File: config.mk
export PLATFORM = sky130hd
export DESIGN_NAME = wb_priarbiter_flat
export DESIGN_NICKNAME = d
export VERILOG_FILES = /design/src/design/busmaster_pkg.sv /design/src/design/wb_if.sv /design/src/design/wb_priarbiter.sv /design/src/flat_wrapper.sv
export SDC_FILE = /design/constraint.sdc
export NUM_CORES = 1
export LEC_CHECK = 0
export BUFFER_PORTS_ARGS = -buffer_cell sky130_fd_sc_hd__buf_4
export CORE_AREA = 2 2 119 121
export CTS_BUF_LIST = sky130_fd_sc_hd__clkbuf_2
export CTS_CLUSTER_SIZE = 20
export DETAILED_ROUTE_END_ITERATION = 8
export DIE_AREA = 0 0 121 123
export SYNTH_ARGS = -nofsm -noshare
export SYNTH_HDL_FRONTEND = slang
export SYNTH_SLANG_ARGS = --single-unit
File: constraint.sdc
create_clock -name i_clk -period 2.9 [get_ports i_clk]
set_input_delay 0.145 -clock i_clk [delete_from_list [all_inputs] [get_ports i_clk]]
set_output_delay 0.145 -clock i_clk [all_outputs]
set_load 0.05 [all_outputs]
File: src/design/busmaster_pkg.sv
`default_nettype none

package busmaster_pkg;

	//////////////////////////////////////////////////////////////////////
	// Bus widths
	//////////////////////////////////////////////////////////////////////

	// Word address, data and byte select widths
	localparam int AW = 28;
	localparam int DW = 32;
	localparam int SW = DW / 8;

	// External DDR RAM word address width
	localparam int RAM_AW = 26;

	// On-chip block RAM, log2 of its depth in words
	localparam int LG_BLKRAM = 10;

	//////////////////////////////////////////////////////////////////////
	// Fast I/O register map
	//////////////////////////////////////////////////////////////////////

	// Captured bus error address, read only
	localparam logic [4:0] IO_REG_ERRADDR = 5'd0;
	// Board LEDs
	localparam logic [4:0] IO_REG_LED = 5'd1;
	// Buttons and switches
	localparam logic [4:0] IO_REG_SWITCH = 5'd2;

	// I/O group holding the fast I/O block
	localparam logic [2:0] IO_GROUP = 3'd0;

	//////////////////////////////////////////////////////////////////////
	// Word address, two decodings of the same bits
	//////////////////////////////////////////////////////////////////////

	typedef union packed {
		// Region view, used by the address decoder
		struct packed {
			logic top;		// Above all regions, unmapped
			logic ram;		// External DDR RAM flag
			logic [9:0] ram_off;
			logic blk;		// Block RAM flag
			logic [5:0] blk_off;
			logic io;		// I/O page flag
			logic [2:0] group;
			logic [4:0] io_off;
		} region;
		// I/O view, used inside the fast I/O block
		struct packed {
			logic [22:0] upper;
			logic [4:0] idx;
		} io;
	} bus_addr_u;

endpackage

`default_nettype wire

File: src/design/wb_if.sv
`timescale 1ns/1ps
`default_nettype none

interface wb_if;
	import busmaster_pkg::*;

	// Request, from the master
	logic cyc;
	logic stb;
	logic we;
	bus_addr_u addr;
	logic [DW-1:0] data_w;
	logic [SW-1:0] sel;

	// Response, from the slave
	logic ack;
	logic stall;	// combinational
	logic err;
	logic [DW-1:0] data_r;

	// Master side drives the request
	modport master (
		output cyc, stb, we, addr, data_w, sel,
		input ack, stall, err, data_r
	);

	// Slave side drives the response
	modport slave (
		input cyc, stb, we, addr, data_w, sel,
		output ack, stall, err, data_r
	);

endinterface

`default_nettype wire

File: src/design/wb_priarbiter.sv
`timescale 1ns/1ps
`default_nettype none

module wb_priarbiter (
	input wire i_clk,
	input wire i_rst,
	wb_if.slave s_cpu,
	wb_if.slave s_dbg,
	wb_if.master m
);

	// Ownership register, CPU by default
	logic cpu_owner;

	//////////////////////////////////////////////////////////////////////
	// Ownership
	//////////////////////////////////////////////////////////////////////

	// Back to the CPU as soon as the debug port lets go of cyc
	// Debug takes over only while the CPU is idle
	always_ff @(posedge i_clk)
	begin
		if (i_rst)
			cpu_owner <= 1'b1;
		else if (!s_dbg.cyc)
			cpu_owner <= 1'b1;
		else if (!s_cpu.cyc && s_dbg.stb)
			cpu_owner <= 1'b0;
	end

	//////////////////////////////////////////////////////////////////////
	// Request routing
	//////////////////////////////////////////////////////////////////////

	assign m.cyc = cpu_owner ? s_cpu.cyc : s_dbg.cyc;
	assign m.stb = cpu_owner ? s_cpu.stb : s_dbg.stb;
	assign m.we = cpu_owner ? s_cpu.we : s_dbg.we;
	assign m.addr = cpu_owner ? s_cpu.addr : s_dbg.addr;
	assign m.data_w = cpu_owner ? s_cpu.data_w : s_dbg.data_w;
	assign m.sel = cpu_owner ? s_cpu.sel : s_dbg.sel;

	// Response to the owner only, the loser just sees stall
	assign s_cpu.ack = cpu_owner && m.ack;
	assign s_cpu.err = cpu_owner && m.err;
	assign s_cpu.stall = !cpu_owner || m.stall;
	assign s_cpu.data_r = m.data_r;

	assign s_dbg.ack = !cpu_owner && m.ack;
	assign s_dbg.err = !cpu_owner && m.err;
	assign s_dbg.stall = cpu_owner || m.stall;
	assign s_dbg.data_r = m.data_r;

	// No hand-over in the middle of a bus cycle
	a_owner_held: assert property (@(posedge i_clk) disable iff (i_rst)
		m.cyc |=> $stable(cpu_owner));

endmodule

`default_nettype wire

File: src/flat_wrapper.sv
// flat-port wrapper written by rule: the top's interface ports become plain ports
module wb_priarbiter_flat 
  (i_clk, i_rst, s_cpu_cyc, s_cpu_stb, s_cpu_we, s_cpu_addr, s_cpu_data_w, s_cpu_sel, s_cpu_ack, s_cpu_stall, s_cpu_err, s_cpu_data_r, s_dbg_cyc, s_dbg_stb, s_dbg_we, s_dbg_addr, s_dbg_data_w, s_dbg_sel, s_dbg_ack, s_dbg_stall, s_dbg_err, s_dbg_data_r, m_cyc, m_stb, m_we, m_addr, m_data_w, m_sel, m_ack, m_stall, m_err, m_data_r);
  wb_if s_cpu_i ();
  wb_if s_dbg_i ();
  wb_if m_i ();
  input wire i_clk;
  input wire i_rst;
  input wire logic [$bits(s_cpu_i.cyc)-1:0] s_cpu_cyc;
  input wire logic [$bits(s_cpu_i.stb)-1:0] s_cpu_stb;
  input wire logic [$bits(s_cpu_i.we)-1:0] s_cpu_we;
  input wire logic [$bits(s_cpu_i.addr)-1:0] s_cpu_addr;
  input wire logic [$bits(s_cpu_i.data_w)-1:0] s_cpu_data_w;
  input wire logic [$bits(s_cpu_i.sel)-1:0] s_cpu_sel;
  output wire logic [$bits(s_cpu_i.ack)-1:0] s_cpu_ack;
  output wire logic [$bits(s_cpu_i.stall)-1:0] s_cpu_stall;
  output wire logic [$bits(s_cpu_i.err)-1:0] s_cpu_err;
  output wire logic [$bits(s_cpu_i.data_r)-1:0] s_cpu_data_r;
  input wire logic [$bits(s_dbg_i.cyc)-1:0] s_dbg_cyc;
  input wire logic [$bits(s_dbg_i.stb)-1:0] s_dbg_stb;
  input wire logic [$bits(s_dbg_i.we)-1:0] s_dbg_we;
  input wire logic [$bits(s_dbg_i.addr)-1:0] s_dbg_addr;
  input wire logic [$bits(s_dbg_i.data_w)-1:0] s_dbg_data_w;
  input wire logic [$bits(s_dbg_i.sel)-1:0] s_dbg_sel;
  output wire logic [$bits(s_dbg_i.ack)-1:0] s_dbg_ack;
  output wire logic [$bits(s_dbg_i.stall)-1:0] s_dbg_stall;
  output wire logic [$bits(s_dbg_i.err)-1:0] s_dbg_err;
  output wire logic [$bits(s_dbg_i.data_r)-1:0] s_dbg_data_r;
  output wire logic [$bits(m_i.cyc)-1:0] m_cyc;
  output wire logic [$bits(m_i.stb)-1:0] m_stb;
  output wire logic [$bits(m_i.we)-1:0] m_we;
  output wire logic [$bits(m_i.addr)-1:0] m_addr;
  output wire logic [$bits(m_i.data_w)-1:0] m_data_w;
  output wire logic [$bits(m_i.sel)-1:0] m_sel;
  input wire logic [$bits(m_i.ack)-1:0] m_ack;
  input wire logic [$bits(m_i.stall)-1:0] m_stall;
  input wire logic [$bits(m_i.err)-1:0] m_err;
  input wire logic [$bits(m_i.data_r)-1:0] m_data_r;
  assign s_cpu_i.cyc = s_cpu_cyc;
  assign s_cpu_i.stb = s_cpu_stb;
  assign s_cpu_i.we = s_cpu_we;
  assign s_cpu_i.addr = s_cpu_addr;
  assign s_cpu_i.data_w = s_cpu_data_w;
  assign s_cpu_i.sel = s_cpu_sel;
  assign s_cpu_ack = s_cpu_i.ack;
  assign s_cpu_stall = s_cpu_i.stall;
  assign s_cpu_err = s_cpu_i.err;
  assign s_cpu_data_r = s_cpu_i.data_r;
  assign s_dbg_i.cyc = s_dbg_cyc;
  assign s_dbg_i.stb = s_dbg_stb;
  assign s_dbg_i.we = s_dbg_we;
  assign s_dbg_i.addr = s_dbg_addr;
  assign s_dbg_i.data_w = s_dbg_data_w;
  assign s_dbg_i.sel = s_dbg_sel;
  assign s_dbg_ack = s_dbg_i.ack;
  assign s_dbg_stall = s_dbg_i.stall;
  assign s_dbg_err = s_dbg_i.err;
  assign s_dbg_data_r = s_dbg_i.data_r;
  assign m_cyc = m_i.cyc;
  assign m_stb = m_i.stb;
  assign m_we = m_i.we;
  assign m_addr = m_i.addr;
  assign m_data_w = m_i.data_w;
  assign m_sel = m_i.sel;
  assign m_i.ack = m_ack;
  assign m_i.stall = m_stall;
  assign m_i.err = m_err;
  assign m_i.data_r = m_data_r;
  wb_priarbiter u_core (.i_clk(i_clk), .i_rst(i_rst), .s_cpu(s_cpu_i), .s_dbg(s_dbg_i), .m(m_i));
endmodule
# Word level (Yosys, flattened, before mapping)
# Cells that the tools add are included.
dict set report word_totals {
  reg_bits 1
  latch_bits 0
  ram_bits 0
  mem_bits_ro 0
  input_bits 171
  out_inout_bits 137
  wordCells 18
  memories 0
}
dict set report classes {
  addsub 0
  multipliers 0
  n_div 0
  order_cmp 0
  n_eq_ne 0
  n_shift 0
  muxes 6
  bitwise_logic 1
  n_reduce_logical 10
}
# op count
set ops {}
lappend ops {{32-bit 2-to-1 mux} 1}
lappend ops {{28-bit 2-to-1 mux} 1}
lappend ops {{1-bit logical AND} 5}
lappend ops {{4-bit 2-to-1 mux} 1}
lappend ops {{1-bit 2-to-1 mux} 3}
lappend ops {{1-bit zero test} 2}
lappend ops {{1-bit logical OR} 2}
lappend ops {{2-bit OR reduction} 1}
lappend ops {{1-bit inverter} 1}

# Longest topological paths before layout
dict set report logic_depth {
  depth_word 2
  mapped_depth 3
  mapped_depth_nobuf 2
}

# Least setup slack after synthesis
# No wires, ideal clock.
dict set report synth_path {
  path_type {flip-flop to output port}
  from {register u_core.cpu_owner}
  to {output port m_cyc}
  arrival_ns 1.573
  required_time_ns 2.755
  slack_ns 1.182
  path_stages_with_launch 3
  n_path_buf 1
  path_cell_list {dfxtp_1 > buf_2 > o21ai_0}
}
dict set report synth_via {
  elab_chain_cells 1
}
# element line
set synth_lines {}
lappend synth_lines {{start, declared} wb_priarbiter.sv:13} ;# logic cpu_owner;
lappend synth_lines {{start signal, assigned} wb_priarbiter.sv:24} ;# cpu_owner <= 1'b1;
lappend synth_lines {{start signal, assigned} wb_priarbiter.sv:26} ;# cpu_owner <= 1'b1;
lappend synth_lines {{start signal, assigned} wb_priarbiter.sv:28} ;# cpu_owner <= 1'b0;
lappend synth_lines {{1-bit 2-to-1 mux} wb_priarbiter.sv:35} ;# assign m.cyc = cpu_owner ? s_cpu.cyc : s_dbg.cyc;
lappend synth_lines {{end, declared} flat_wrapper.sv:29} ;# output wire logic [$bits(m_i.cyc)-1:0] m_cyc;
# No other way between the ends.

# Worst setup path in the final report
dict set report layout_path {
  from {register u_core.cpu_owner}
  to {output port m_stb}
}
dict set report layout_via {
  elab_chain_cells 1
}
# element line
set layout_lines {}
lappend layout_lines {{1-bit 2-to-1 mux} wb_priarbiter.sv:36} ;# assign m.stb = cpu_owner ? s_cpu.stb : s_dbg.stb;
lappend layout_lines {{end, declared} flat_wrapper.sv:30} ;# output wire logic [$bits(m_i.stb)-1:0] m_stb;
# No other way between the ends.

==> flow_summary.ini <==
[pwr]
p_sw_share_pct = 53.0
peakVddDrop_v = 0.0000735
cellPowerDensity_nw_per_um2 = 226
power_switching_uw = 341
p_int_uw = 303
power_leakage_uw = 0.00160
power_uw = 645
p_clk_share_pct = 0
combPwrFrac_pct = 97.1
seq_power_share_pct = 2.9

[synthesis]
ys_types = 15
synth_common_cells = buf_4 (64), mux2_4 (50), mux2_2 (16)
synth_nets = 321
synthCells = 150
synth_edf_count = 0
synth.yosys.seq_area_share_pct = 1.26
synth_seq_cells = 1
avgSynthCellArea_um2 = 10.6
synth_top_cell_by_area = mux2_4
synth_most_common_cell = buf_4
async_reset_ff_share_pct = 0
synth_area_leaders = mux2_4 (47%), buf_4 (30%), mux2_2 (11%)
ys.flop_type = dfxtp_1
synth_top_area_share_pct = 47.1
netlist_area_um2 = 1590
ys_warn_count = 0

[timing]
hold_slack_ns = 0.290
grt_setup_unrepaired = no
tightest_slew_ns = 0.405
finalHoldViolCount = 0
slew_viol_final = 0
finalCritPeriodShare_pct = 58.0
post-route-min-period_ns = 1.68
skew_ns = 0
finalSetupViolCount = 0
fmax_mhz = 594
maxSlewHeadroom_pct = 73.0
finalSetupTns_ns = 0

[clocking]
clkTransAtPathRegs_ns = 0
post-cts-setup-buffers = 0
cts_resized = 0
worstSkewPairLatency_ns = 0
hold_buffers = 0

[critical_path]
reg2reg_from = u_core.cpu_owner
cp-endpoint = m_stb
worst-path-buf-inv = 2
crit_cells = 3
crit_path_cell_trace = buf_12 -> mux2_2 -> buf_4
worstSetupPathType = reg -> out
crit_start = u_core.cpu_owner
cp-end-kind = output pin
cp_slowest_cell = dfxtp_4
crit_required_ns = 2.76
cp_data_arrival_time_ns = 1.54
r2r-end = u_core.cpu_owner
slowest_delay_ns = 0.54
cp_top_family = flip-flops
crit_fanout = 55
r2r_setup_slack_ns = 1.75
start_kind = register
reg2reg_depth = 2

[final_layout]
regMostFlops = u_core.cpu_owner
top_regs = u_core.cpu_owner x1
antenna_cells = 0
layout-area-overhead-vs-synth_pct = 78.9
stdcell_count = 470
drive_gt1_share_pct = 96.6
largest_reg_flops = 1
nets = 463

[placed_design]
hpwl_um = 6160
gp_congestion = 0.648
io_buffers = 211
dpl.cell_count = 470

[global_route]
grt_pass1_wl_um = 8860
antenna_found_initial = 0
gr-total-overflow = 0
grt_use_met1_pct = 7.34
use_met3_pct = 2.03
grt_max_degree = 56
grt_use_met2_pct = 15.4
busiest_layer = met2
grt_usage_pct = 7.65
grt_pass1_vias = 1613

[floorplan]
fp.coreArea_um2 = 13600
die_y_um = 123
die_w_um = 121
dieArea_um2 = 14900
start_util_pct = 11.7
io-pin-count = 308
rows = 43

[drt]
wl_per_cell_um = 14.4
drt_iter0_markers = 11
vias_per_cell = 3.36
wl_um = 6770
ant_nets = 0
route.detailed.drc = 0
firstDrtPassIters = 2
vias = 1580

[worst_hold_path]
hp-class = in -> out

[job]
cap_violations = 0

[run_status]
status = complete, no violations
[per-layer routing]
layer  vias to the layer above  wire length, um  part of all wire (%)
li1                        726                -                     -
met1                       682             2010                    30
met2                       137             3570                    53
met3                        35              943                    14
met4                         0              244                   3.6
met5                         -                0                     0
[power groups by stage]
stage               sequential [uW]  clock (uW)  combinational, uW
floorplan                      14.9           0                620
CTS                            18.9           0                634
global placement               18.4           0                628
global route                   19.1           0                654
finish                         18.6           0                626
detailed placement             18.9           0                633
[cells in the final DEF, fill, tap and decap left out]
cell        n
buf_4     211
nand2_1     1
mux2_4     50
buf_12      1
mux2_2     16
nand2b_1    2
nor2b_1     2
and2_1      2
dfxtp_4     1
o21ai_0     1
a211o_1     1
or2_2       1
inv_1       1
[metrics by stage]
step           utilization [%]  setup WS, ns  cell area, um2
2_1_floorplan                -          1.18            1590
6_report                  20.9          1.22            2850
3_3_place_gp              20.9          1.23            2850
3_5_place_dp              20.9          1.20            2850
5_1_grt                   20.9          1.15            2850
4_1_cts                   20.9          1.19            2850
[how the worst min path moves through the flow]
| stage | startpoint | endpoint | cells after the start |
|---|---|---|---|
| 2_1_floorplan | i_rst | u_core.cpu_owner | 1 |
| 3_3_place_gp | m_data_r[5] | s_cpu_data_r[5] | 0 |
| 3_5_place_dp | m_data_r[5] | s_cpu_data_r[5] | 0 |
| 4_1_cts | m_data_r[5] | s_cpu_data_r[5] | 0 |
| 5_1_grt | m_data_r[10] | s_dbg_data_r[10] | 0 |
| 6_report | m_data_r[31] | s_cpu_data_r[31] | 0 |
[cell families (layout without fill, tap and decap cells)]
logic type	Yosys count	after routing	share of synthesized area [%]
AOI/OAI and AO/OA	2	2	0.864
buffers and inverters	73	213	36.4
muxes	66	66	58.4
DFF	1	1	1.26
and+or+nand+nor	8	8	2.98
[area by class of cell]
type | count | area (um2)
Fill cell | 1501 | 10800
Multi-Input combinational cell | 76 | 992
Inverter | 1 | 3.75
Timing Repair Buffer | 212 | 1600
Sequential cell | 1 | 23.8
Tap cell | 180 | 225
Power figures use the tool's default switching activity.
