### src/design/busmaster_pkg.sv
`default_nettype none

package busmaster_pkg;

	//////////////////////////////////////////////////////////////////////
	// Bus widths
	//////////////////////////////////////////////////////////////////////

	// Word address, data and byte select widths
	localparam int AW = 28;
	localparam int DW = 32;
	localparam int SW = DW / 8;

	// External DDR RAM word address width
	localparam int RAM_AW = 26;

	// On-chip block RAM, log2 of its depth in words
	localparam int LG_BLKRAM = 10;

	//////////////////////////////////////////////////////////////////////
	// Fast I/O register map
	//////////////////////////////////////////////////////////////////////

	// Captured bus error address, read only
	localparam logic [4:0] IO_REG_ERRADDR = 5'd0;
	// Board LEDs
	localparam logic [4:0] IO_REG_LED = 5'd1;
	// Buttons and switches
	localparam logic [4:0] IO_REG_SWITCH = 5'd2;

	// I/O group holding the fast I/O block
	localparam logic [2:0] IO_GROUP = 3'd0;

	//////////////////////////////////////////////////////////////////////
	// Word address, two decodings of the same bits
	//////////////////////////////////////////////////////////////////////

	typedef union packed {
		// Region view, used by the address decoder
		struct packed {
			logic top;		// Above all regions, unmapped
			logic ram;		// External DDR RAM flag
			logic [9:0] ram_off;
			logic blk;		// Block RAM flag
			logic [5:0] blk_off;
			logic io;		// I/O page flag
			logic [2:0] group;
			logic [4:0] io_off;
		} region;
		// I/O view, used inside the fast I/O block
		struct packed {
			logic [22:0] upper;
			logic [4:0] idx;
		} io;
	} bus_addr_u;

endpackage

`default_nettype wire

### src/design/wb_if.sv
`timescale 1ns/1ps
`default_nettype none

interface wb_if;
	import busmaster_pkg::*;

	// Request, from the master
	logic cyc;
	logic stb;
	logic we;
	bus_addr_u addr;
	logic [DW-1:0] data_w;
	logic [SW-1:0] sel;

	// Response, from the slave
	logic ack;
	logic stall;	// combinational
	logic err;
	logic [DW-1:0] data_r;

	// Master side drives the request
	modport master (
		output cyc, stb, we, addr, data_w, sel,
		input ack, stall, err, data_r
	);

	// Slave side drives the response
	modport slave (
		input cyc, stb, we, addr, data_w, sel,
		output ack, stall, err, data_r
	);

endinterface

`default_nettype wire

### src/design/wb_busdelay.sv
`timescale 1ns/1ps
`default_nettype none

module wb_busdelay (
	input wire i_clk,
	input wire i_rst,
	wb_if.slave s,
	wb_if.master m
);
	import busmaster_pkg::*;

	// Forward path registers
	logic r_cyc;
	logic r_stb;
	logic r_we;
	bus_addr_u r_addr;
	logic [DW-1:0] r_data_w;
	logic [SW-1:0] r_sel;

	// Return path registers
	logic r_ack;
	logic r_err;
	logic [DW-1:0] r_data_r;

	// Downstream refused the pending request
	logic hold;

	assign hold = r_stb && m.stall;

	//////////////////////////////////////////////////////////////////////
	// Forward, one cycle
	//////////////////////////////////////////////////////////////////////

	always_ff @(posedge i_clk)
	begin
		if (i_rst)
			r_cyc <= 1'b0;
		else
			r_cyc <= s.cyc;
	end

	// Dropping cyc abandons whatever is pending
	always_ff @(posedge i_clk)
	begin
		if (i_rst || !s.cyc)
			r_stb <= 1'b0;
		else if (!hold)
			r_stb <= s.stb;
	end

	always_ff @(posedge i_clk)
	begin
		if (!hold)
		begin
			r_we <= s.we;
			r_addr <= s.addr;
			r_data_w <= s.data_w;
			r_sel <= s.sel;
		end
	end

	assign m.cyc = r_cyc;
	assign m.stb = r_stb;
	assign m.we = r_we;
	assign m.addr = r_addr;
	assign m.data_w = r_data_w;
	assign m.sel = r_sel;

	// Upstream waits only while a request sits here unaccepted
	assign s.stall = hold;

	//////////////////////////////////////////////////////////////////////
	// Return, one cycle
	//////////////////////////////////////////////////////////////////////

	always_ff @(posedge i_clk)
	begin
		if (i_rst || !s.cyc)
		begin
			r_ack <= 1'b0;
			r_err <= 1'b0;
		end
		else
		begin
			r_ack <= m.ack;
			r_err <= m.err;
		end
	end

	always_ff @(posedge i_clk)
		r_data_r <= m.data_r;

	assign s.ack = r_ack;
	assign s.err = r_err;
	assign s.data_r = r_data_r;

	// A stalled request stays put until downstream takes it
	a_stb_held: assert property (@(posedge i_clk) disable iff (i_rst)
		m.stb && m.stall && s.cyc |=> m.stb && $stable(m.addr));

endmodule

`default_nettype wire

### src/flat_wrapper.sv
// flat-port wrapper written by rule: the top's interface ports become plain ports
module wb_busdelay_flat import busmaster_pkg::*;
  (i_clk, i_rst, s_cyc, s_stb, s_we, s_addr, s_data_w, s_sel, s_ack, s_stall, s_err, s_data_r, m_cyc, m_stb, m_we, m_addr, m_data_w, m_sel, m_ack, m_stall, m_err, m_data_r);
  wb_if s_i ();
  wb_if m_i ();
  input wire i_clk;
  input wire i_rst;
  input wire logic [$bits(s_i.cyc)-1:0] s_cyc;
  input wire logic [$bits(s_i.stb)-1:0] s_stb;
  input wire logic [$bits(s_i.we)-1:0] s_we;
  input wire logic [$bits(s_i.addr)-1:0] s_addr;
  input wire logic [$bits(s_i.data_w)-1:0] s_data_w;
  input wire logic [$bits(s_i.sel)-1:0] s_sel;
  output wire logic [$bits(s_i.ack)-1:0] s_ack;
  output wire logic [$bits(s_i.stall)-1:0] s_stall;
  output wire logic [$bits(s_i.err)-1:0] s_err;
  output wire logic [$bits(s_i.data_r)-1:0] s_data_r;
  output wire logic [$bits(m_i.cyc)-1:0] m_cyc;
  output wire logic [$bits(m_i.stb)-1:0] m_stb;
  output wire logic [$bits(m_i.we)-1:0] m_we;
  output wire logic [$bits(m_i.addr)-1:0] m_addr;
  output wire logic [$bits(m_i.data_w)-1:0] m_data_w;
  output wire logic [$bits(m_i.sel)-1:0] m_sel;
  input wire logic [$bits(m_i.ack)-1:0] m_ack;
  input wire logic [$bits(m_i.stall)-1:0] m_stall;
  input wire logic [$bits(m_i.err)-1:0] m_err;
  input wire logic [$bits(m_i.data_r)-1:0] m_data_r;
  assign s_i.cyc = s_cyc;
  assign s_i.stb = s_stb;
  assign s_i.we = s_we;
  assign s_i.addr = s_addr;
  assign s_i.data_w = s_data_w;
  assign s_i.sel = s_sel;
  assign s_ack = s_i.ack;
  assign s_stall = s_i.stall;
  assign s_err = s_i.err;
  assign s_data_r = s_i.data_r;
  assign m_cyc = m_i.cyc;
  assign m_stb = m_i.stb;
  assign m_we = m_i.we;
  assign m_addr = m_i.addr;
  assign m_data_w = m_i.data_w;
  assign m_sel = m_i.sel;
  assign m_i.ack = m_ack;
  assign m_i.stall = m_stall;
  assign m_i.err = m_err;
  assign m_i.data_r = m_data_r;
  wb_busdelay u_core (.i_clk(i_clk), .i_rst(i_rst), .s(s_i), .m(m_i));
endmodule
### config.mk
export PLATFORM = sky130hd
export DESIGN_NAME = wb_busdelay_flat
export DESIGN_NICKNAME = d
export VERILOG_FILES = /design/src/design/busmaster_pkg.sv /design/src/design/wb_if.sv /design/src/design/wb_busdelay.sv /design/src/flat_wrapper.sv
export SDC_FILE = /design/constraint.sdc
export NUM_CORES = 1
export LEC_CHECK = 0
export BUFFER_PORTS_ARGS = -buffer_cell sky130_fd_sc_hd__buf_2
export CORE_MARGIN = 10
export CORE_UTILIZATION = 35
export CTS_CLUSTER_DIAMETER = 80
export DETAILED_ROUTE_END_ITERATION = 12
export HOLD_SLACK_MARGIN = 0.03
export PLACE_DENSITY = 0.74
export SLEW_MARGIN = 15
export SYNTH_ARGS = -nofsm -noshare
export SYNTH_HDL_FRONTEND = slang
export SYNTH_SLANG_ARGS = --single-unit
### constraint.sdc
create_clock -name i_clk -period 1.6 [get_ports i_clk]
set_clock_uncertainty 0.1 [all_clocks]
set_input_delay 0.32 -clock i_clk [delete_from_list [all_inputs] [get_ports i_clk]]
set_output_delay 0.32 -clock i_clk [all_outputs]
set_load 0.005 [all_outputs]
# Yosys cells after proc, flatten, opt, wreduce, memory -nomap -nowiden
# Cells that the tools add are included.
[totals] ff_bits=101 inputBits=104 output_inout_bits=102 elab_cells=12
[classes] reduce_logical=3
[op_table] operator="$logic_and A1 B1 Y1" count=1
[op_table] operator="$logic_not A1 Y1" count=1
[op_table] operator="$logic_or A1 B1 Y1" count=1

# Longest topological paths before layout
# Gate-level depths: netlist of run 1.
[depth] ltp_word=2 ltp_mapped=3 depth_no_buf=3

# Least setup slack after synthesis of run 1
# Ideal clock, no wire load.
[synth_timing] path_type="register to register" startpoint="reg u_core.r_stb, in the netlist u_core.m.stb" endpoint="reg u_core.r_stb, in the netlist u_core.m.stb" setup_time_ns=0.115 arrival_time_ns=1.504 required_time_ns=1.385 path_slack_ns=-0.118 stages_incl_launch_ff=4 synth_period_minus_slack_ns=1.718 cell_sequence="dfxtp_1 > nand2_2 > inv_1 > o21a_1"
[synth_between] elab_chain_len=1
[synth_rtl] element="from (decl)" line="wb_busdelay.sv:14" rtl="logic r_stb;"
[synth_rtl] element="from (signal assigned)" line="wb_busdelay.sv:48" rtl="r_stb <= s.stb;"
[synth_rtl] element="$logic_and A1 B1 Y1" line="wb_busdelay.sv:28" rtl="assign hold = r_stb && m.stall;"
[synth_rtl] element="named net s_stall" line="flat_wrapper.sv:15" rtl="output wire logic [$bits(s_i.stall)-1:0] s_stall;"
# The timed path passes the listed nets, and every way through them passes these cells.
# A chain may end at the register's enable or synchronous reset.

# Worst setup path in the final report of run 1
[layout_timing] startpoint="reg u_core.r_stb, in the netlist u_core.m.stb" endpoint="out s_stall"
[layout_between] elab_chain_len=1
[layout_rtl] element="$logic_and A1 B1 Y1" line="wb_busdelay.sv:28"
[layout_rtl] element="to (decl)" line="flat_wrapper.sv:15"
# No other way between the ends.

==> metrics.csv, run 1 <==
stage;metric;value;unit
outcome;status;finished clean;
power;cellLeakagePower;2.27;nW
detailed_routing;vias_per_cell;4.25;
worst_setup_path;critical_path_required;1.18;ns
worst_setup_path;worstPathMaxFanout;3;
clock_tree;cts_sinks;101;
die;core_area;7650;µm²
clock_tree;h-tree-depth;3;
synthesis;postSynthCellCount;107;
global_route;antenna_found_initial;1;
final_layout;synthToLayoutAreaGrowth;79.6;%
synthesis;synthesis.yosys.warnings;0;
clock_tree;postCtsSetupRepairBufs;0;
global_route;globalRoute.totalOverflow;0;
synthesis;mappedNetlistArea;2720;µm²
final_layout;post-route-cell-area;4880;µm²
synthesis;synth_cell_types;7;
final_layout;multi_input_comb_area;45.0;µm²
die;die_height;108;µm
worst_setup_path;setup.reg_to_reg.worst_slack;0.53;ns
worst_setup_path;critical_path.reg2reg.startpoint;u_core.m.stb$_SDFFE_PP0N_;
detailed_routing;via_count;2148;
timing;finalCritPeriodShare;88.8;%
synthesis;synth_seq_area_share;98.4;%
worst_setup_path;worst-setup-path-type;reg -> out;
die;i_o_pins;206;
detailed_routing;first_iter_violations;67;
detailed_routing;drc;0;
min_path;min-delay-path-class;in -> reg;
synthesis;syn_area_per_cell;25.4;µm²
die;die_outline_area;11700;µm²
min_path;min_from;s_addr[15];
die;rows;32;
power;pwr_density_cell;1090;nW/µm²
synthesis;mapped_nets;211;
worst_setup_path;start_kind;flip-flop;
placed_design;dp_hpwl;6690;µm
worst_setup_path;timing.critical_path.from;u_core.m.stb$_SDFFE_PP0N_;
detailed_routing;wire_per_inst;18.9;µm
worst_setup_path;cp.arrival;1.00;ns
final_layout;finalNetCount;501;
final_layout;fillCellCount;589;
placed_design;final_weighted_congestion_in_routability_driven_placement;0.759;
timing;final-max-slew-violation-count;0;
clock_tree;clock_insertion_delay_worst_skew;0.35;ns
worst_setup_path;critical_path.endpoint_type;primary output;
timing;grt_setup_unrepaired;false;
power;max-vdd-ir-drop;809;µV
clock_tree;tritoncts;yes;
clock_tree;cell_at_the_root_of_the_clock_tree;sky130_fd_sc_hd__clkbuf_8;
timing;timing.final.crit_period;1.42;ns
timing;hold_vio_cnt_final;0;
global_route;grt_pass1_vias;2507;
clock_tree;ctsLongestPathBuffers;2;
die;die_w;108;µm
global_route;grt_pass1_wl;14400;µm
placed_design;placement.io_buffers;205;
timing;post_route_setup_slack;0.179;ns
detailed_routing;first_pass_iters;4;
timing;max_slew.worst_pin.slew;0.176;ns
die;floorplan.initialDensity;35.5;%
detailed_routing;final_wirelength;9580;µm
placed_design;dpl_worst_slack;0.424;ns
clock_tree;numCtsBuffers;9;
final_layout;register_area;2670;µm²
timing;fmax;704;MHz
timing;final.setup.tns;0;ns
placed_design;place_area;3920;µm²
synthesis;ys_seq_elements;101;
global_route;grt_use_total;16.3;%
clock_tree;clk_transition_reported_paths;0.10;ns
timing;relSlewSlack;88.2;%
global_route;grt_max_degree;34;
detailed_routing;drt.antenna.violating_nets;0;
timing;setup_violations;0;
run;maxcap_violations;0;
final_layout;final_layout_size_suffix_gt1_share;55.7;%
-- final timing paths --
check / end / cells after the start
setup / recovery: s_stall / 3
hold / removal: u_core.m.addr[15]$_DFFE_PN_ / 1
setup reg to reg: u_core.m.addr[11]$_DFFE_PN_ / 2
hold reg to reg: u_core.m.stb$_SDFFE_PP0N_ / 3
-- synth_stat cells --
cell type	instances	area share, %
sky130_fd_sc_hd__and2_1	2	0.46
sky130_fd_sc_hd__dfxtp_1	36	27
sky130_fd_sc_hd__edfxtp_1	65	72
sky130_fd_sc_hd__inv_1	1	0.14
sky130_fd_sc_hd__nand2_2	1	0.23
sky130_fd_sc_hd__nor2b_4	1	0.51
sky130_fd_sc_hd__o21a_1	1	0.28
-- timing repair --
| item | CTS | global route |
|---|---|---|
| hold buffers | 72 | 0 |
| gates resized for setup | 0 | 0 |
| hold endpoints to repair | 72 | 0 |
-- layer usage --
metal  up-vias  part of all wire, %  GRT usage (%)  routed length (µm)
li1        974                    -              -                   -
met1      1016                   31           15.0                2930
met2       137                   51           27.6                4870
met3        21                   16           11.1                1540
met4         0                  2.6           6.87                 247
met5         -                    0              0                   0
-- logic make-up after synthesis --
group	synth area share, %
AND/OR/NAND/NOR	1.20
flip-flops	98.4
buffers and inverters	0.138
AO/OA/AOI/OAI	0.276
-- state kept, by name, summed over array words and instances, names as in the netlist --
name             cells
u_core.m.data_w     32
u_core.s.data_r     32
u_core.m.addr       28
u_core.m.cyc         1
u_core.s.err         1
u_core.s.ack         1
u_core.m.sel         4
u_core.m.stb         1
u_core.m.we          1
-- placed cells by master (no fill, tap or decap), drive strengths merged --
master,Yosys,routed
diode,0,2
nor2b,1,1
buf,0,207
bufinv,0,2
inv,1,2
edfxtp,65,65
nand2,1,1
clkbuf,0,12
dlygate4sd3,0,72
dfxtp,36,36
and2,2,2
o21a,1,1
clkinv,0,1
-- final cells by class --
type,instances,share of cell area [%]
Clock inverter,4,1.59
Sequential cell,101,54.8
Multi-Input combinational cell,5,0.923
Antenna cell,2,0.103
Inverter,1,0.0769
Timing Repair Buffer,279,36.6
Clock buffer,12,3.28
Tap cell,102,2.62
-- worst max-delay path, stage by stage (launching register included) --
cell and delay (ns):
sky130_fd_sc_hd__dfxtp_1 0.38, sky130_fd_sc_hd__nand2_4 0.09, sky130_fd_sc_hd__inv_1 0.08, sky130_fd_sc_hd__buf_2 0.11
-- power by group --
part	switching [W]	leakage [nW]	internal [W]	total, W
clock network	0.000834	0.120	0.00100	0.00184
registers	0.0000387	0.984	0.00293	0.00297
logic	0.000187	1.17	0.000308	0.000495
total	0.00106	2.27	0.00424	0.00530
-- per-stage QoR --
step | util (%) | hold WS [ns] | instances | power, W
after CTS | 63.7 | 0.0306 | 504 | 0.00534
after detailed placement | 51.2 | 0.324 | 416 | 0.00338
after global placement | 51.2 | 0.322 | 416 | 0.00336
after floorplan | - | 0.248 | 107 | 0.00307
after global routing | 63.8 | 0.0318 | 505 | 0.00552
final | 63.8 | 0.0528 | 506 | 0.00530
(Power assumes the default switching activity.)
==> run 2: changes to the inputs <==
- CORE_UTILIZATION: 35 -> 37
- CTS_BUF_LIST: default -> sky130_fd_sc_hd__clkbuf_8
- PLACE_DENSITY: 0.74 -> 0.78
==> run 2 against run 1 <==
Clock-buffer cell count shrank 3. Sequential power is essentially flat. Sequential share of layout area shrank 0.54 points. Sequential cell count is the same. Global-route usage grew 0.24 points. Critical path type unchanged.
==> metrics.csv, run 2 (synthesized netlist as in run 1, its figures left out) <==
stage;metric;value;unit;change
global_route;antenna_found_initial;0;;was 1
clock_tree;ctsLongestPathBuffers;2;;unchanged
worst_setup_path;cp.arrival;0.97;ns;was 1.00 ns
placed_design;final_weighted_congestion_in_routability_driven_placement;0.778;;was 0.759
power;pwr_density_cell;1000;nW/µm²;was 1090 nW/µm²
outcome;status;finished clean;;unchanged
power;switching_share;22.4;%;was 20.0%
die;core_area;7210;µm²;was 7650 µm²
clock_tree;cts_resized;0;;unchanged
timing;setup_violations;0;;unchanged
die;die_w;106;µm;was 108 µm
final_layout;final_layout_size_suffix_gt1_share;53.5;%;was 55.7%
clock_tree;tritoncts;yes;;unchanged
detailed_routing;first_iter_violations;89;;was 67
final_layout;layout.core_utilization;68.3;%;was 63.8%
clock_tree;cts_sinks;101;;unchanged
final_layout;num_antenna_cells;0;;was 2
detailed_routing;final_wirelength;9790;µm;was 9580 µm
final_layout;fillCellCount;467;;was 589
worst_setup_path;start_kind;flip-flop;;unchanged
die;floorplan.initialDensity;37.7;%;was 35.5%
die;die_outline_area;11200;µm²;was 11700 µm²
detailed_routing;via_count;2214;;was 2148
timing;fmax;722;MHz;was 704 MHz
final_layout;mostFrequentLayoutCells;sky130_fd_sc_hd__buf_2, sky130_fd_sc_hd__dlygate4sd3_1, sky130_fd_sc_hd__edfxtp_1, sky130_fd_sc_hd__dfxtp_1, sky130_fd_sc_hd__clkbuf_8;;unchanged
power;cellInternalPower;0.00383;W;was 0.00424 W
worst_setup_path;rr_worst_depth;2;;unchanged
timing;hold_vio_cnt_final;0;;unchanged
final_layout;finalNetCount;514;;was 501
die;i_o_pins;206;;unchanged
power;report.power.total;0.00493;W;was 0.00530 W
final_layout;synthToLayoutAreaGrowth;81.4;%;was 79.6%
final_layout;layout_commonest_cell;sky130_fd_sc_hd__buf_2;;unchanged
worst_setup_path;worstPathMaxFanout;2;;was 3
timing;final-max-slew-violation-count;0;;unchanged
timing;relSlewSlack;78.4;%;was 88.2%
detailed_routing;drc;0;;unchanged
power;share_comb_of_total_power;10.5;%;was 9.3%
min_path;min-delay-path-class;in -> reg;;unchanged
global_route;grt_pass1_wl;14200;µm;was 14400 µm
power;share_clk_of_total_power;29.3;%;was 34.7%
worst_setup_path;worst-setup-path-type;reg -> out;;unchanged
worst_setup_path;critical_path_required;1.18;ns;about the same
clock_tree;clk_transition_reported_paths;0.10;ns;about the same
global_route;grt_pass1_vias;2427;;was 2507
clock_tree;cell_at_the_root_of_the_clock_tree;sky130_fd_sc_hd__clkbuf_8;;unchanged
power;power.switching;0.00110;W;was 0.00106 W
timing;grt_setup_unrepaired;false;;unchanged
worst_setup_path;critical_path.endpoint_type;primary output;;unchanged
global_route;grt_max_degree;66;;was 34
detailed_routing;drt.antenna.violating_nets;0;;unchanged
timing;timing.final.crit_period;1.39;ns;was 1.42 ns
detailed_routing;first_pass_iters;4;;unchanged
clock_tree;clock_insertion_delay_worst_skew;0.34;ns;was 0.35 ns
clock_tree;numCtsBuffers;9;;unchanged
clock_tree;postCtsSetupRepairBufs;0;;unchanged
timing;finalCritPeriodShare;86.6;%;was 88.8%
timing;final.setup.tns;0;ns;unchanged
clock_tree;h-tree-depth;3;;unchanged
power;cellLeakagePower;2.29;nW;was 2.27 nW
worst_setup_path;setup.reg_to_reg.worst_slack;0.44;ns;was 0.53 ns
power;sequentialPowerShare;60.2;%;was 56.0%
detailed_routing;wire_per_inst;19.0;µm;was 18.9 µm
global_route;grt_use_total;16.6;%;was 16.3%
global_route;globalRoute.totalOverflow;0;;unchanged
detailed_routing;vias_per_cell;4.31;;was 4.25
min_path;whs_path_depth;1;;unchanged
placed_design;placement.io_buffers;205;;unchanged
die;rows;31;;was 32
run;maxcap_violations;0;;unchanged
die;die_height;106;µm;was 108 µm
timing;max_slew.worst_pin.slew;0.325;ns;was 0.176 ns
power;max-vdd-ir-drop;592;µV;was 809 µV
==> run 2: cell count changes in the layout (fill, tap and decap cells not counted), sizes merged <==
cell / delta
buf: -1
bufinv: -2
clkbuf: -3
clkinv: +1
clkinvlp: +2
diode: -2
dlygate4sd3: +14
inv: +2
==> run 2: power by group through the flow <==
stage               sequential (W)  combinational [W]  clock [W]
finish                     0.00297           0.000519    0.00144
global route               0.00298           0.000561    0.00158
CTS                        0.00296           0.000508    0.00148
detailed placement         0.00302           0.000346          0
global placement           0.00302           0.000338          0
floorplan                  0.00305          0.0000183          0
==> run 2: final timing paths <==
path,startpoint,end
min,s_data_w[18],u_core.m.data_w[18]$_DFFE_PN_
min reg2reg,u_core.m.stb$_SDFFE_PP0N_,u_core.m.stb$_SDFFE_PP0N_
max reg2reg,u_core.m.stb$_SDFFE_PP0N_,u_core.m.addr[25]$_DFFE_PN_
max,u_core.m.stb$_SDFFE_PP0N_,s_stall
==> run 2: final cells by class <==
type | count | area (µm²) | share of cell area, %
Clock inverter | 7 | 51.3 | 1.04
Sequential cell | 101 | 2670 | 54.2
Timing Repair Buffer | 292 | 1910 | 38.7
Clock buffer | 9 | 124 | 2.51
Tap cell | 99 | 124 | 2.51
Multi-Input combinational cell | 5 | 45.0 | 0.914
Inverter | 1 | 3.75 | 0.0762
==> run 2: metrics by stage <==
stage / worst slack [ns] / hold WS (ns) / instance area, µm² / instances
after floorplan: 0.229 / 0.248 / 2720 / 107
after global placement: 0.342 / 0.322 / 3890 / 412
after global routing: 0.151 / 0.0308 / 4930 / 514
after detailed placement: 0.338 / 0.324 / 3890 / 412
after CTS: 0.184 / 0.0306 / 4900 / 511
final: 0.214 / 0.0535 / 4930 / 514
==> run 2: metal layers <==
layer	part of all wire, %	vias up	global-route usage [%]
met5	0	-	0
met4	1.6	0	5.51
met3	12	15	8.53
met2	53	150	30.0
li1	-	1000	-
met1	34	1049	15.8
==> run 2: timing repair <==
action | in CTS | in global routing
hold buffers | 83 | 3
setup endpoints to repair | 0 | 0
hold endpoints to repair | 83 | 3
==> run 2: critical path: stages, from the launching register on <==
cell and delay, ns:
sky130_fd_sc_hd__dfxtp_1 0.38, sky130_fd_sc_hd__nand2_4 0.07, sky130_fd_sc_hd__inv_1 0.06, sky130_fd_sc_hd__buf_2 0.11
