**config.mk**
```make
export PLATFORM = sky130hd
export DESIGN_NAME = wb_interconnect_flat
export DESIGN_NICKNAME = d
export VERILOG_FILES = /design/src/design/busmaster_pkg.sv /design/src/design/wb_if.sv /design/src/design/wb_interconnect.sv /design/src/flat_wrapper.sv
export SDC_FILE = /design/constraint.sdc
export NUM_CORES = 1
export LEC_CHECK = 0
export BUFFER_PORTS_ARGS = -buffer_cell sky130_fd_sc_hd__buf_2
export CORE_AREA = 5 5 113 115
export CTS_CLUSTER_DIAMETER = 40
export DETAILED_ROUTE_END_ITERATION = 8
export DIE_AREA = 0 0 118 120
export PLACE_DENSITY_LB_ADDON = 0.12
export SYNTH_ARGS = -nofsm -noshare
export SYNTH_HDL_FRONTEND = slang
export SYNTH_SLANG_ARGS = --single-unit
```
**constraint.sdc**
```tcl
create_clock -name i_clk -period 2.35 [get_ports i_clk]
set_input_delay 0.1175 -clock i_clk [delete_from_list [all_inputs] [get_ports i_clk]]
set_output_delay 0.1175 -clock i_clk [all_outputs]
set_load 0.03 [all_outputs]
```
**src/design/busmaster_pkg.sv**
```systemverilog
`default_nettype none

package busmaster_pkg;

	//////////////////////////////////////////////////////////////////////
	// Bus widths
	//////////////////////////////////////////////////////////////////////

	// Word address, data and byte select widths
	localparam int AW = 28;
	localparam int DW = 32;
	localparam int SW = DW / 8;

	// External DDR RAM word address width
	localparam int RAM_AW = 26;

	// On-chip block RAM, log2 of its depth in words
	localparam int LG_BLKRAM = 10;

	//////////////////////////////////////////////////////////////////////
	// Fast I/O register map
	//////////////////////////////////////////////////////////////////////

	// Captured bus error address, read only
	localparam logic [4:0] IO_REG_ERRADDR = 5'd0;
	// Board LEDs
	localparam logic [4:0] IO_REG_LED = 5'd1;
	// Buttons and switches
	localparam logic [4:0] IO_REG_SWITCH = 5'd2;

	// I/O group holding the fast I/O block
	localparam logic [2:0] IO_GROUP = 3'd0;

	//////////////////////////////////////////////////////////////////////
	// Word address, two decodings of the same bits
	//////////////////////////////////////////////////////////////////////

	typedef union packed {
		// Region view, used by the address decoder
		struct packed {
			logic top;		// Above all regions, unmapped
			logic ram;		// External DDR RAM flag
			logic [9:0] ram_off;
			logic blk;		// Block RAM flag
			logic [5:0] blk_off;
			logic io;		// I/O page flag
			logic [2:0] group;
			logic [4:0] io_off;
		} region;
		// I/O view, used inside the fast I/O block
		struct packed {
			logic [22:0] upper;
			logic [4:0] idx;
		} io;
	} bus_addr_u;

endpackage

`default_nettype wire

```
**src/design/wb_if.sv**
```systemverilog
`timescale 1ns/1ps
`default_nettype none

interface wb_if;
	import busmaster_pkg::*;

	// Request, from the master
	logic cyc;
	logic stb;
	logic we;
	bus_addr_u addr;
	logic [DW-1:0] data_w;
	logic [SW-1:0] sel;

	// Response, from the slave
	logic ack;
	logic stall;	// combinational
	logic err;
	logic [DW-1:0] data_r;

	// Master side drives the request
	modport master (
		output cyc, stb, we, addr, data_w, sel,
		input ack, stall, err, data_r
	);

	// Slave side drives the response
	modport slave (
		input cyc, stb, we, addr, data_w, sel,
		output ack, stall, err, data_r
	);

endinterface

`default_nettype wire

```
**src/design/wb_interconnect.sv**
```systemverilog
`timescale 1ns/1ps
`default_nettype none

module wb_interconnect (
	input wire i_clk,
	input wire i_rst,
	wb_if.slave s,
	// Internal slaves
	output logic o_blk_stb,
	output logic o_io_stb,
	input wire i_blk_ack,
	input wire i_io_ack,
	input wire [busmaster_pkg::DW-1:0] i_blk_data,
	input wire [busmaster_pkg::DW-1:0] i_io_data,
	// External DDR RAM
	output logic o_ram_cyc,
	output logic o_ram_stb,
	output logic o_ram_we,
	output logic [busmaster_pkg::RAM_AW-1:0] o_ram_addr,
	output logic [busmaster_pkg::DW-1:0] o_ram_wdata,
	output logic [busmaster_pkg::SW-1:0] o_ram_sel,
	input wire i_ram_ack,
	input wire i_ram_stall,
	input wire i_ram_err,
	input wire [busmaster_pkg::DW-1:0] i_ram_rdata,
	// Address of the last bus error
	output logic [busmaster_pkg::AW-1:0] o_err_addr
);
	import busmaster_pkg::*;

	// Region selects
	logic ram_sel, blk_sel, io_sel, none_sel;

	// Same address as a plain vector
	logic [AW-1:0] addr_raw;

	// Return path registers
	logic ack_r;
	logic err_r;
	logic [DW-1:0] data_r;

	// Address of the last accepted request
	logic [AW-1:0] last_addr;

	assign addr_raw = s.addr;

	//////////////////////////////////////////////////////////////////////
	// Address decode
	//////////////////////////////////////////////////////////////////////

	// Priority by flag, RAM then block RAM then I/O page
	assign ram_sel = !s.addr.region.top && s.addr.region.ram;
	assign blk_sel = !s.addr.region.top && !s.addr.region.ram
		&& s.addr.region.blk;
	assign io_sel = !s.addr.region.top && !s.addr.region.ram
		&& !s.addr.region.blk && s.addr.region.io
		&& (s.addr.region.group == IO_GROUP);
	assign none_sel = !(ram_sel || blk_sel || io_sel);

	// Slave strobes, same cycle
	assign o_blk_stb = s.stb && blk_sel;
	assign o_io_stb = s.stb && io_sel;

	// DDR RAM port passes straight through
	assign o_ram_cyc = s.cyc;
	assign o_ram_stb = s.stb && ram_sel;
	assign o_ram_we = s.we;
	assign o_ram_addr = addr_raw[RAM_AW-1:0];
	assign o_ram_wdata = s.data_w;
	assign o_ram_sel = s.sel;

	// Only the DDR RAM can stall
	assign s.stall = ram_sel && i_ram_stall;

	//////////////////////////////////////////////////////////////////////
	// Registered acknowledge and data return
	//////////////////////////////////////////////////////////////////////

	always_ff @(posedge i_clk)
	begin
		if (i_rst)
			ack_r <= 1'b0;
		else
			ack_r <= s.cyc && (i_ram_ack || i_blk_ack || i_io_ack);
	end

	always_ff @(posedge i_clk)
	begin
		if (i_ram_ack)
			data_r <= i_ram_rdata;
		else if (i_blk_ack)
			data_r <= i_blk_data;
		else
			data_r <= i_io_data;
	end

	assign s.ack = ack_r;
	assign s.data_r = data_r;

	//////////////////////////////////////////////////////////////////////
	// Bus errors
	//////////////////////////////////////////////////////////////////////

	// Unmapped strobe, or an error passed on from the DDR RAM
	always_ff @(posedge i_clk)
	begin
		if (i_rst)
			err_r <= 1'b0;
		else
			err_r <= s.cyc && ((s.stb && none_sel) || i_ram_err);
	end

	assign s.err = err_r;

	always_ff @(posedge i_clk)
	begin
		if (s.stb && !s.stall)
			last_addr <= addr_raw;
	end

	// Capture on every error
	always_ff @(posedge i_clk)
	begin
		if (i_rst)
			o_err_addr <= '0;
		else if (err_r)
			o_err_addr <= last_addr;
	end

	// Every strobe lands on one slave or on the error path
	a_sel_onehot: assert property (@(posedge i_clk) disable iff (i_rst)
		s.stb |-> $onehot({ram_sel, blk_sel, io_sel, none_sel}));

	// Slaves never answer together
	a_ack_onehot: assert property (@(posedge i_clk) disable iff (i_rst)
		$onehot0({i_ram_ack, i_blk_ack, i_io_ack}));

endmodule

`default_nettype wire

```
**src/flat_wrapper.sv**
```systemverilog
// flat-port wrapper written by rule: the top's interface ports become plain ports
module wb_interconnect_flat import busmaster_pkg::*;
  (i_clk, i_rst, o_blk_stb, o_io_stb, i_blk_ack, i_io_ack, i_blk_data, i_io_data, o_ram_cyc, o_ram_stb, o_ram_we, o_ram_addr, o_ram_wdata, o_ram_sel, i_ram_ack, i_ram_stall, i_ram_err, i_ram_rdata, o_err_addr, s_cyc, s_stb, s_we, s_addr, s_data_w, s_sel, s_ack, s_stall, s_err, s_data_r);
  wb_if s_i ();
  input wire i_clk;
  input wire i_rst;
  output logic o_blk_stb;
  output logic o_io_stb;
  input wire i_blk_ack;
  input wire i_io_ack;
  input wire [busmaster_pkg::DW-1:0] i_blk_data;
  input wire [busmaster_pkg::DW-1:0] i_io_data;
  output logic o_ram_cyc;
  output logic o_ram_stb;
  output logic o_ram_we;
  output logic [busmaster_pkg::RAM_AW-1:0] o_ram_addr;
  output logic [busmaster_pkg::DW-1:0] o_ram_wdata;
  output logic [busmaster_pkg::SW-1:0] o_ram_sel;
  input wire i_ram_ack;
  input wire i_ram_stall;
  input wire i_ram_err;
  input wire [busmaster_pkg::DW-1:0] i_ram_rdata;
  output logic [busmaster_pkg::AW-1:0] o_err_addr;
  input wire logic [$bits(s_i.cyc)-1:0] s_cyc;
  input wire logic [$bits(s_i.stb)-1:0] s_stb;
  input wire logic [$bits(s_i.we)-1:0] s_we;
  input wire logic [$bits(s_i.addr)-1:0] s_addr;
  input wire logic [$bits(s_i.data_w)-1:0] s_data_w;
  input wire logic [$bits(s_i.sel)-1:0] s_sel;
  output wire logic [$bits(s_i.ack)-1:0] s_ack;
  output wire logic [$bits(s_i.stall)-1:0] s_stall;
  output wire logic [$bits(s_i.err)-1:0] s_err;
  output wire logic [$bits(s_i.data_r)-1:0] s_data_r;
  assign s_i.cyc = s_cyc;
  assign s_i.stb = s_stb;
  assign s_i.we = s_we;
  assign s_i.addr = s_addr;
  assign s_i.data_w = s_data_w;
  assign s_i.sel = s_sel;
  assign s_ack = s_i.ack;
  assign s_stall = s_i.stall;
  assign s_err = s_i.err;
  assign s_data_r = s_i.data_r;
  wb_interconnect u_core (.i_clk(i_clk), .i_rst(i_rst), .s(s_i), .o_blk_stb(o_blk_stb), .o_io_stb(o_io_stb), .i_blk_ack(i_blk_ack), .i_io_ack(i_io_ack), .i_blk_data(i_blk_data), .i_io_data(i_io_data), .o_ram_cyc(o_ram_cyc), .o_ram_stb(o_ram_stb), .o_ram_we(o_ram_we), .o_ram_addr(o_ram_addr), .o_ram_wdata(o_ram_wdata), .o_ram_sel(o_ram_sel), .i_ram_ack(i_ram_ack), .i_ram_stall(i_ram_stall), .i_ram_err(i_ram_err), .i_ram_rdata(i_ram_rdata), .o_err_addr(o_err_addr));
endmodule
```
# ---- Yosys cells after proc, flatten, opt, wreduce, memory -nomap -nowiden
# Cells that the tools add are included.
dict set report word_totals {
  register_bits 90
  inputBits 170
}
dict set report op_classes {
  n_mux 2
  reduce_logical 25
}
# cell count
set ops {}
lappend ops {{$mux 32} 2}
lappend ops {{$logic_and 1x1->1} 14}
lappend ops {{$logic_not 1->1} 5}
lappend ops {{$logic_or 1x1->1} 5}
lappend ops {{$logic_not 3->1} 1}

# ---- Depth between registers and ports, before layout
# Gate-level depths: netlist of run 1.
dict set report logic_depth {
  depth_word 10
  mapped_depth 4
}

# ---- Worst setup path after synthesis of run 1
# Ideal clock, no wire load.
dict set report synth_timing {
  kind {input-to-reg}
  startpoint {input i_ram_stall}
  endpoint {register u_core.last_addr[0], enable pin}
  setup_ps 413
  arrival_time_ps 1534
  t_required_ps 1937
  path_slack_ps 403
  stages 3
  n_path_buf 0
  cell_sequence {nand2_1 > nor2_1 > nor2_1}
}
dict set report synth_via {
  elab_chain_len 3
}
# element line_no
set synth_rtl {}
lappend synth_rtl {{start, declared} flat_wrapper.sv:20} ;# input wire i_ram_stall;
lappend synth_rtl {{$logic_and 1x1->1} wb_interconnect.sv:73} ;# assign s.stall = ram_sel && i_ram_stall;
lappend synth_rtl {{net s_stall} flat_wrapper.sv:31} ;# output wire logic [$bits(s_i.stall)-1:0] s_stall;
lappend synth_rtl {{$logic_not 1->1} wb_interconnect.sv:117} ;# if (s.stb && !s.stall)
lappend synth_rtl {{$logic_and 1x1->1} wb_interconnect.sv:117}
lappend synth_rtl {{end signal, assigned} wb_interconnect.sv:118} ;# last_addr <= addr_raw;
lappend synth_rtl {{end, declared} wb_interconnect.sv:43} ;# logic [AW-1:0] last_addr;
# The timed path passes the listed nets, and every way through them passes these cells.
# A chain may end at the register's enable or synchronous reset.

# ---- Final worst setup path of run 1
dict set report layout_timing {
  startpoint {input s_addr[5]}
  endpoint {output o_io_stb}
}
dict set report layout_via {
  elab_chain_len 3
}
# element line_no
set layout_rtl {}
lappend layout_rtl {{start, declared} flat_wrapper.sv:27} ;# input wire logic [$bits(s_i.addr)-1:0] s_addr;
lappend layout_rtl {{$logic_not 3->1} wb_interconnect.sv:57} ;# && (s.addr.region.group == IO_GROUP);
lappend layout_rtl {{$logic_and 1x1->1} wb_interconnect.sv:57}
lappend layout_rtl {{$logic_and 1x1->1} wb_interconnect.sv:62} ;# assign o_io_stb = s.stb && io_sel;
lappend layout_rtl {{end, declared} flat_wrapper.sv:8} ;# output logic o_io_stb;
# No other way between the ends.

==> impl_metrics.json, run 1 <==
{
  "outcome": "complete, no violations",
  "synth_compound_area_share_pct": 4.92,
  "max_freq_ghz": 0.675,
  "finalSetupViolCount": 0,
  "worstPathRequired_ns": 2.23,
  "drc_errors": 0,
  "gr-usage-all-layers_pct": 13.8,
  "cts_setup_buffers": 0,
  "first_iter_violations": 57,
  "fin_crit_sh_pct": 63.1,
  "via_per_inst": 4.25,
  "synth_most_common_cell": "buf_4",
  "dp_cells": 635,
  "routedWlPerCell_um": 14.3,
  "worst_setup_path_start_kind": "primary input",
  "post_dp_cell_area_sq_um": 4520,
  "synth-edff-count": 28,
  "io_buffers": 225,
  "synthSimpleGateAreaFrac_pct": 7.55,
  "synthFlopType": "dfxtp_1",
  "yosys_warnings": 0,
  "yosys.area.top_type": "dfxtp_1",
  "relSlewSlack_pct": 39.0,
  "diodes": 0,
  "end_kind": "output pin",
  "die_area_sq_um": 14200,
  "synth_xor_area_share_pct": 0,
  "path_clk_slew_ns": 0.06,
  "grt_pass1_wl_um": 15700,
  "async_flop_share_pct": 0,
  "drt_pre_antenna_iters": 4,
  "synthTopCellsByArea": "dfxtp_1 33%, edfxtp_1 22%, mux2i_1 16%",
  "numCtsBuffers": 9,
  "synth.avg_cell_area_sq_um": 11.3,
  "syn_to_final_growth_pct": 38.3,
  "timing.final.ws_setup_ns": 0.868,
  "regArea_sq_um": 2080,
  "cts_tree": "yes",
  "finalNetCount": 717,
  "wirelength_um": 10000,
  "worstSetupPathType": "primary input to output pin",
  "cts_root_buffer": "clkbuf_16",
  "ys_types": 21,
  "vias": 2973,
  "p_total_mw": 3.78,
  "nFillCells": 1142,
  "worst_pin_slew_ns": 0.916,
  "p_per_area_nw_per_um2": 717,
  "h-tree-depth": 3,
  "clockBufferDepth": 2,
  "syn_area_sq_um": 3810,
  "slowest_stage": "dlygate4sd3_1",
  "grt_pass1_vias": 3046,
  "min_period_ns": 1.48,
  "place_worst_setup_slack_ns": 1.04,
  "drive_gt1_share_pct": 44.7,
  "die_w_um": 118,
  "hp-class": "primary input to flop",
  "synth.top_cells.by_count": "64 x buf_4, 62 x dfxtp_1, 60 x mux2i_1",
  "fp.dieH_um": 120,
  "yosysTopAreaCellShare_pct": 32.5,
  "vdd_drop_max_uv": 311,
  "ant_nets": 0,
  "fin_area_sq_um": 5270,
  "synth_mux_area_share_pct": 15.7,
  "dpl.hpwl_um": 7490,
  "cap_violations": 0,
  "r2r_slack_ns": 1.03,
  "finClkSkew_ns": 0.00466,
  "grt_overflow": 0,
  "arrival_ns": 1.36,
  "cts_sinks": 90,
  "cpPeakStageDelay_ns": 0.54,
  "seq_area_frac_synth_pct": 54.6,
  "antenna_found_initial": 0,
  "final_max_slew_viol_count": 0,
  "ys_ff_latch": 90,
  "crit_path_max_fanout": 3,
  "synth_nets": 508,
  "path_cells": "dlygate4sd3_1 -> buf_2 -> nor2_1 -> nand3_1 -> nor2_1 -> buf_2",
  "instances_no_fill": 699,
  "ios": 300,
  "gp_congestion": 0.730,
  "leakagePower_nw": 2.57,
  "cts_resized": 0,
  "synth_top_family_by_area": "buffers and inverters",
  "grt_max_degree": 59,
  "synthAdderAreaFrac_pct": 0,
  "multi_input_area_sq_um": 1080,
  "start_util_pct": 32.6,
  "fin_setup_tns_ns": 0,
  "rsz0062_at_grt": "false",
  "hold_viol": 0,
  "rows": 40,
  "synthCells": 338,
  "core_sq_um": 11700,
  "clock_latency_ns": 0.33
}
==> registers in the layout, summed over array words and instances, names as in the netlist <==
signal             flops
u_core.last_addr      28
u_core.s.err           1
u_core.o_err_addr     28
u_core.s.ack           1
u_core.s.data_r       32
==> logic make-up after synthesis <==
logic type,Yosys count
muxes,60
AOI/OAI and AO/OA,35
and+or+nand+nor,71
buffers and inverters,82
DFF,90
==> power breakdown <==
| group | switching [mW] | internal, mW |
|---|---|---|
| Sequential | 0.0443 | 1.73 |
| Combinational | 0.416 | 0.287 |
| Clock | 0.565 | 0.740 |
==> path summary, 6_finish.rpt <==
| kind | depth (start not counted) | start | end |
|---|---|---|---|
| worst max register to register | 3 | u_core.s.err | u_core.o_err_addr[25] |
| worst min register to register | 2 | u_core.last_addr[22] | u_core.o_err_addr[22] |
| worst min-delay path | 3 | i_ram_rdata[12] | u_core.s.data_r[12] |
| worst max-delay path | 6 | s_addr[5] | o_io_stb |
==> cells in the final DEF (no fill, tap or decap), drive strengths merged <==
master	n
buf	231
dfxtp	62
mux2i	60
dlygate4sd3	48
nand2	33
nor2	33
o21ai	32
edfxtp	28
clkbuf	11
clkinv	5
nor3b	2
inv	1
nor4b	1
nand3	1
nor2b	1
o211a	1
a22o	1
o31a	1
==> stage by stage <==
step | util [%] | hold WS [ns]
finish | 45.0 | 0.00508
global route | 45.0 | 0.00436
CTS | 45.0 | 0.00115
detailed placement | 38.6 | 0.235
global placement | 38.6 | 0.235
floorplan | - | 0.216
==> final cells by class <==
type / instances / share of cell area (%)
inverter: 1 / 0.0712
sequential: 90 / 39.5
multi-input combinational: 166 / 20.5
timing repair buffer: 279 / 31.3
clock inverter: 5 / 0.569
tap: 147 / 3.49
clock buffer: 11 / 4.60
==> critical path, delay by kind of cell <==
family	cells	cell delay, ns
simple gates	3	0.33
buf+inv	3	0.90
==> layer usage <==
layer | share of wire (%) | global-route usage [%]
met5 | 0 | 0
met2 | 51 | 24.1
met3 | 9.8 | 5.94
met1 | 38 | 15.2
met4 | 0.99 | 4.30
==> timing repair <==
action	in CTS	in global routing
endpoints found under the setup margin	0	0
hold buffers	48	0
endpoints found under the hold margin	48	0
(Power assumes the default switching activity.)
==> run 2: changes to the inputs <==
--- a/config.mk
+++ b/config.mk
@@ -5,11 +5,12 @@
 export SDC_FILE = /design/constraint.sdc
 export NUM_CORES = 1
 export LEC_CHECK = 0
+export ABC_AREA = 1
 export BUFFER_PORTS_ARGS = -buffer_cell sky130_fd_sc_hd__buf_2
-export CORE_AREA = 5 5 113 115
+export CORE_AREA = 5 5 115 117
 export CTS_CLUSTER_DIAMETER = 40
 export DETAILED_ROUTE_END_ITERATION = 8
-export DIE_AREA = 0 0 118 120
+export DIE_AREA = 0 0 120 122
 export PLACE_DENSITY_LB_ADDON = 0.12
 export SYNTH_ARGS = -nofsm -noshare
 export SYNTH_HDL_FRONTEND = slang
==> constraint.sdc (replaced) <==
create_clock -name i_clk -period 1.4 [get_ports i_clk]
set_input_delay 0.07 -clock i_clk [delete_from_list [all_inputs] [get_ports i_clk]]
set_output_delay 0.07 -clock i_clk [all_outputs]
set_load 0.03 [all_outputs]
==> impl_metrics.json, run 2 <==
{
  "synthCells": 421,
  "place_worst_setup_slack_ns": 0.217,
  "die_area_sq_um": 14600,
  "die_w_um": 120,
  "top_regs": "u_core.s.data_r (32), u_core.last_addr (28), u_core.o_err_addr (28)",
  "p_per_area_nw_per_um2": 1180,
  "worst_setup_path_start_kind": "primary input",
  "grt_max_degree": 34,
  "synth.avg_cell_area_sq_um": 9.29,
  "largest_reg_flops": 32,
  "synth_most_common_cell": "nor2_1",
  "max_freq_ghz": 0.733,
  "routedWlPerCell_um": 14.3,
  "worstPathRequired_ns": 1.33,
  "clock_latency_ns": 0.34,
  "instances_no_fill": 830,
  "gp_congestion": 0.742,
  "final_common_cell": "buf_2",
  "fin_crit_sh_pct": 97.5,
  "async_flop_share_pct": 0,
  "clockBufferDepth": 2,
  "cts_sinks": 90,
  "h-tree-depth": 3,
  "most-common-layout-cells": "222 x buf_2, 94 x dlygate4sd3_1, 89 x nor2_1",
  "worst_pin_slew_ns": 0.567,
  "outcome": "complete, no violations",
  "cts_root_buffer": "clkbuf_16",
  "fin_setup_tns_ns": 0,
  "synthTopCellsByArea": "dfxtp_1 32%, edfxtp_1 21%, buf_4 13%",
  "nFillCells": 1197,
  "crit_path_max_fanout": 3,
  "drc_errors": 0,
  "seq_area_frac_synth_pct": 53.2,
  "leakagePower_nw": 2.81,
  "dp_cells": 720,
  "cts_setup_buffers": 0,
  "finalNetCount": 845,
  "syn_area_sq_um": 3910,
  "grt_pass1_wl_um": 18000,
  "min_period_ns": 1.36,
  "rsz0062_at_grt": "true",
  "wirelength_um": 11900,
  "grt_pass1_vias": 3721,
  "yosysTopAreaCellShare_pct": 31.7,
  "cts_tree": "yes",
  "regMostFlops": "u_core.s.data_r",
  "synth_nets": 591,
  "yosys_warnings": 0,
  "via_per_inst": 4.50,
  "rows": 41,
  "yosys.area.top_type": "dfxtp_1",
  "synth-edff-count": 28,
  "hp-class": "primary input to flop",
  "synthFlopType": "dfxtp_1",
  "finClkSkew_ns": 0.00575,
  "arrival_ns": 1.29,
  "syn_to_final_growth_pct": 49.5,
  "ys_types": 18,
  "io_buffers": 225,
  "vdd_drop_max_uv": 437,
  "p_total_mw": 6.88,
  "synth.top_cells.by_count": "89 x nor2_1, 67 x buf_4, 62 x dfxtp_1",
  "numCtsBuffers": 9,
  "start_util_pct": 31.9,
  "finalSetupViolCount": 0,
  "worstSetupPathType": "primary input to output pin",
  "antenna_found_initial": 0,
  "drive_gt1_share_pct": 40.1,
  "dpl.hpwl_um": 8120,
  "vias": 3739,
  "cap_violations": 0,
  "holdWs_ns": 0.0945,
  "gr-usage-all-layers_pct": 15.7,
  "drt_pre_antenna_iters": 4,
  "fp.dieH_um": 122,
  "path_clk_slew_ns": 0.06,
  "ios": 300,
  "relSlewSlack_pct": 62.2,
  "ant_nets": 0,
  "timing.final.ws_setup_ns": 0.0352,
  "core_sq_um": 12300,
  "end_kind": "output pin",
  "grt_overflow": 0,
  "hold_viol": 0,
  "final_max_slew_viol_count": 0,
  "first_iter_violations": 116,
  "ys_ff_latch": 90,
  "diodes": 0
}
run 2: cell type report:
type,instances,area (sq um),area share (%)
Tap cell,150,188,3.21
Timing Repair Buffer,329,2150,36.7
Sequential cell,90,2080,35.6
Clock buffer,10,239,4.08
Clock inverter,6,72.6,1.24
Multi-Input combinational cell,232,1050,17.9
Inverter,13,68.8,1.18
run 2: where the power goes:
part           total [mW]  internal [mW]  switching [mW]
clock                2.51           1.45            1.06
sequential           2.98           2.91          0.0717
combinational        1.38          0.585           0.798
total                6.88           4.95            1.93
run 2: timing repair:
item,CTS,global route
setup endpoints to repair,0,31
endpoints found under the hold margin,62,0
hold buffers,94,0
resized for setup,0,6
run 2: worst max-delay path: stages:
cell and delay (ns):
dlygate4sd3_1 0.54, buf_2 0.15, inv_1 0.05, nand2_1 0.07, nor2_1 0.09, nand2_1 0.07, nor2_1 0.09, buf_4 0.16
run 2: worst paths after layout:
path / start / to / slack (ns) / cells after the start
min reg2reg: u_core.last_addr[4] / u_core.o_err_addr[4] / 0.47 / 2
min: s_cyc / u_core.s.ack / 0.09 / 3
max: s_addr[26] / o_io_stb / 0.04 / 8
max reg2reg: u_core.s.err / u_core.o_err_addr[12] / 0.49 / 3
run 2: cell families (layout without fill, tap and decap cells):
| group | after synthesis | count (layout) | synth area share, % |
|---|---|---|---|
| AND/OR/NAND/NOR | 137 | 137 | 13.6 |
| buffers and inverters | 99 | 358 | 20.0 |
| AO/OA/AOI/OAI | 95 | 95 | 13.2 |
| flip-flops | 90 | 90 | 53.2 |
run 2: stage by stage:
stage | instance area [sq um] | util [%]
2_1_floorplan | 3910 | -
3_3_place_gp | 4590 | 37.4
3_5_place_dp | 4590 | 37.4
4_1_cts | 5840 | 47.6
5_1_grt | 5850 | 47.7
6_report | 5850 | 47.7
run 2: routing by layer:
layer	wire length, um	up-vias	global-route usage, %
li1	-	1812	-
met1	4810	1727	17.9
met2	5750	184	26.9
met3	1110	16	5.48
met4	189	0	6.59
met5	0	-	0
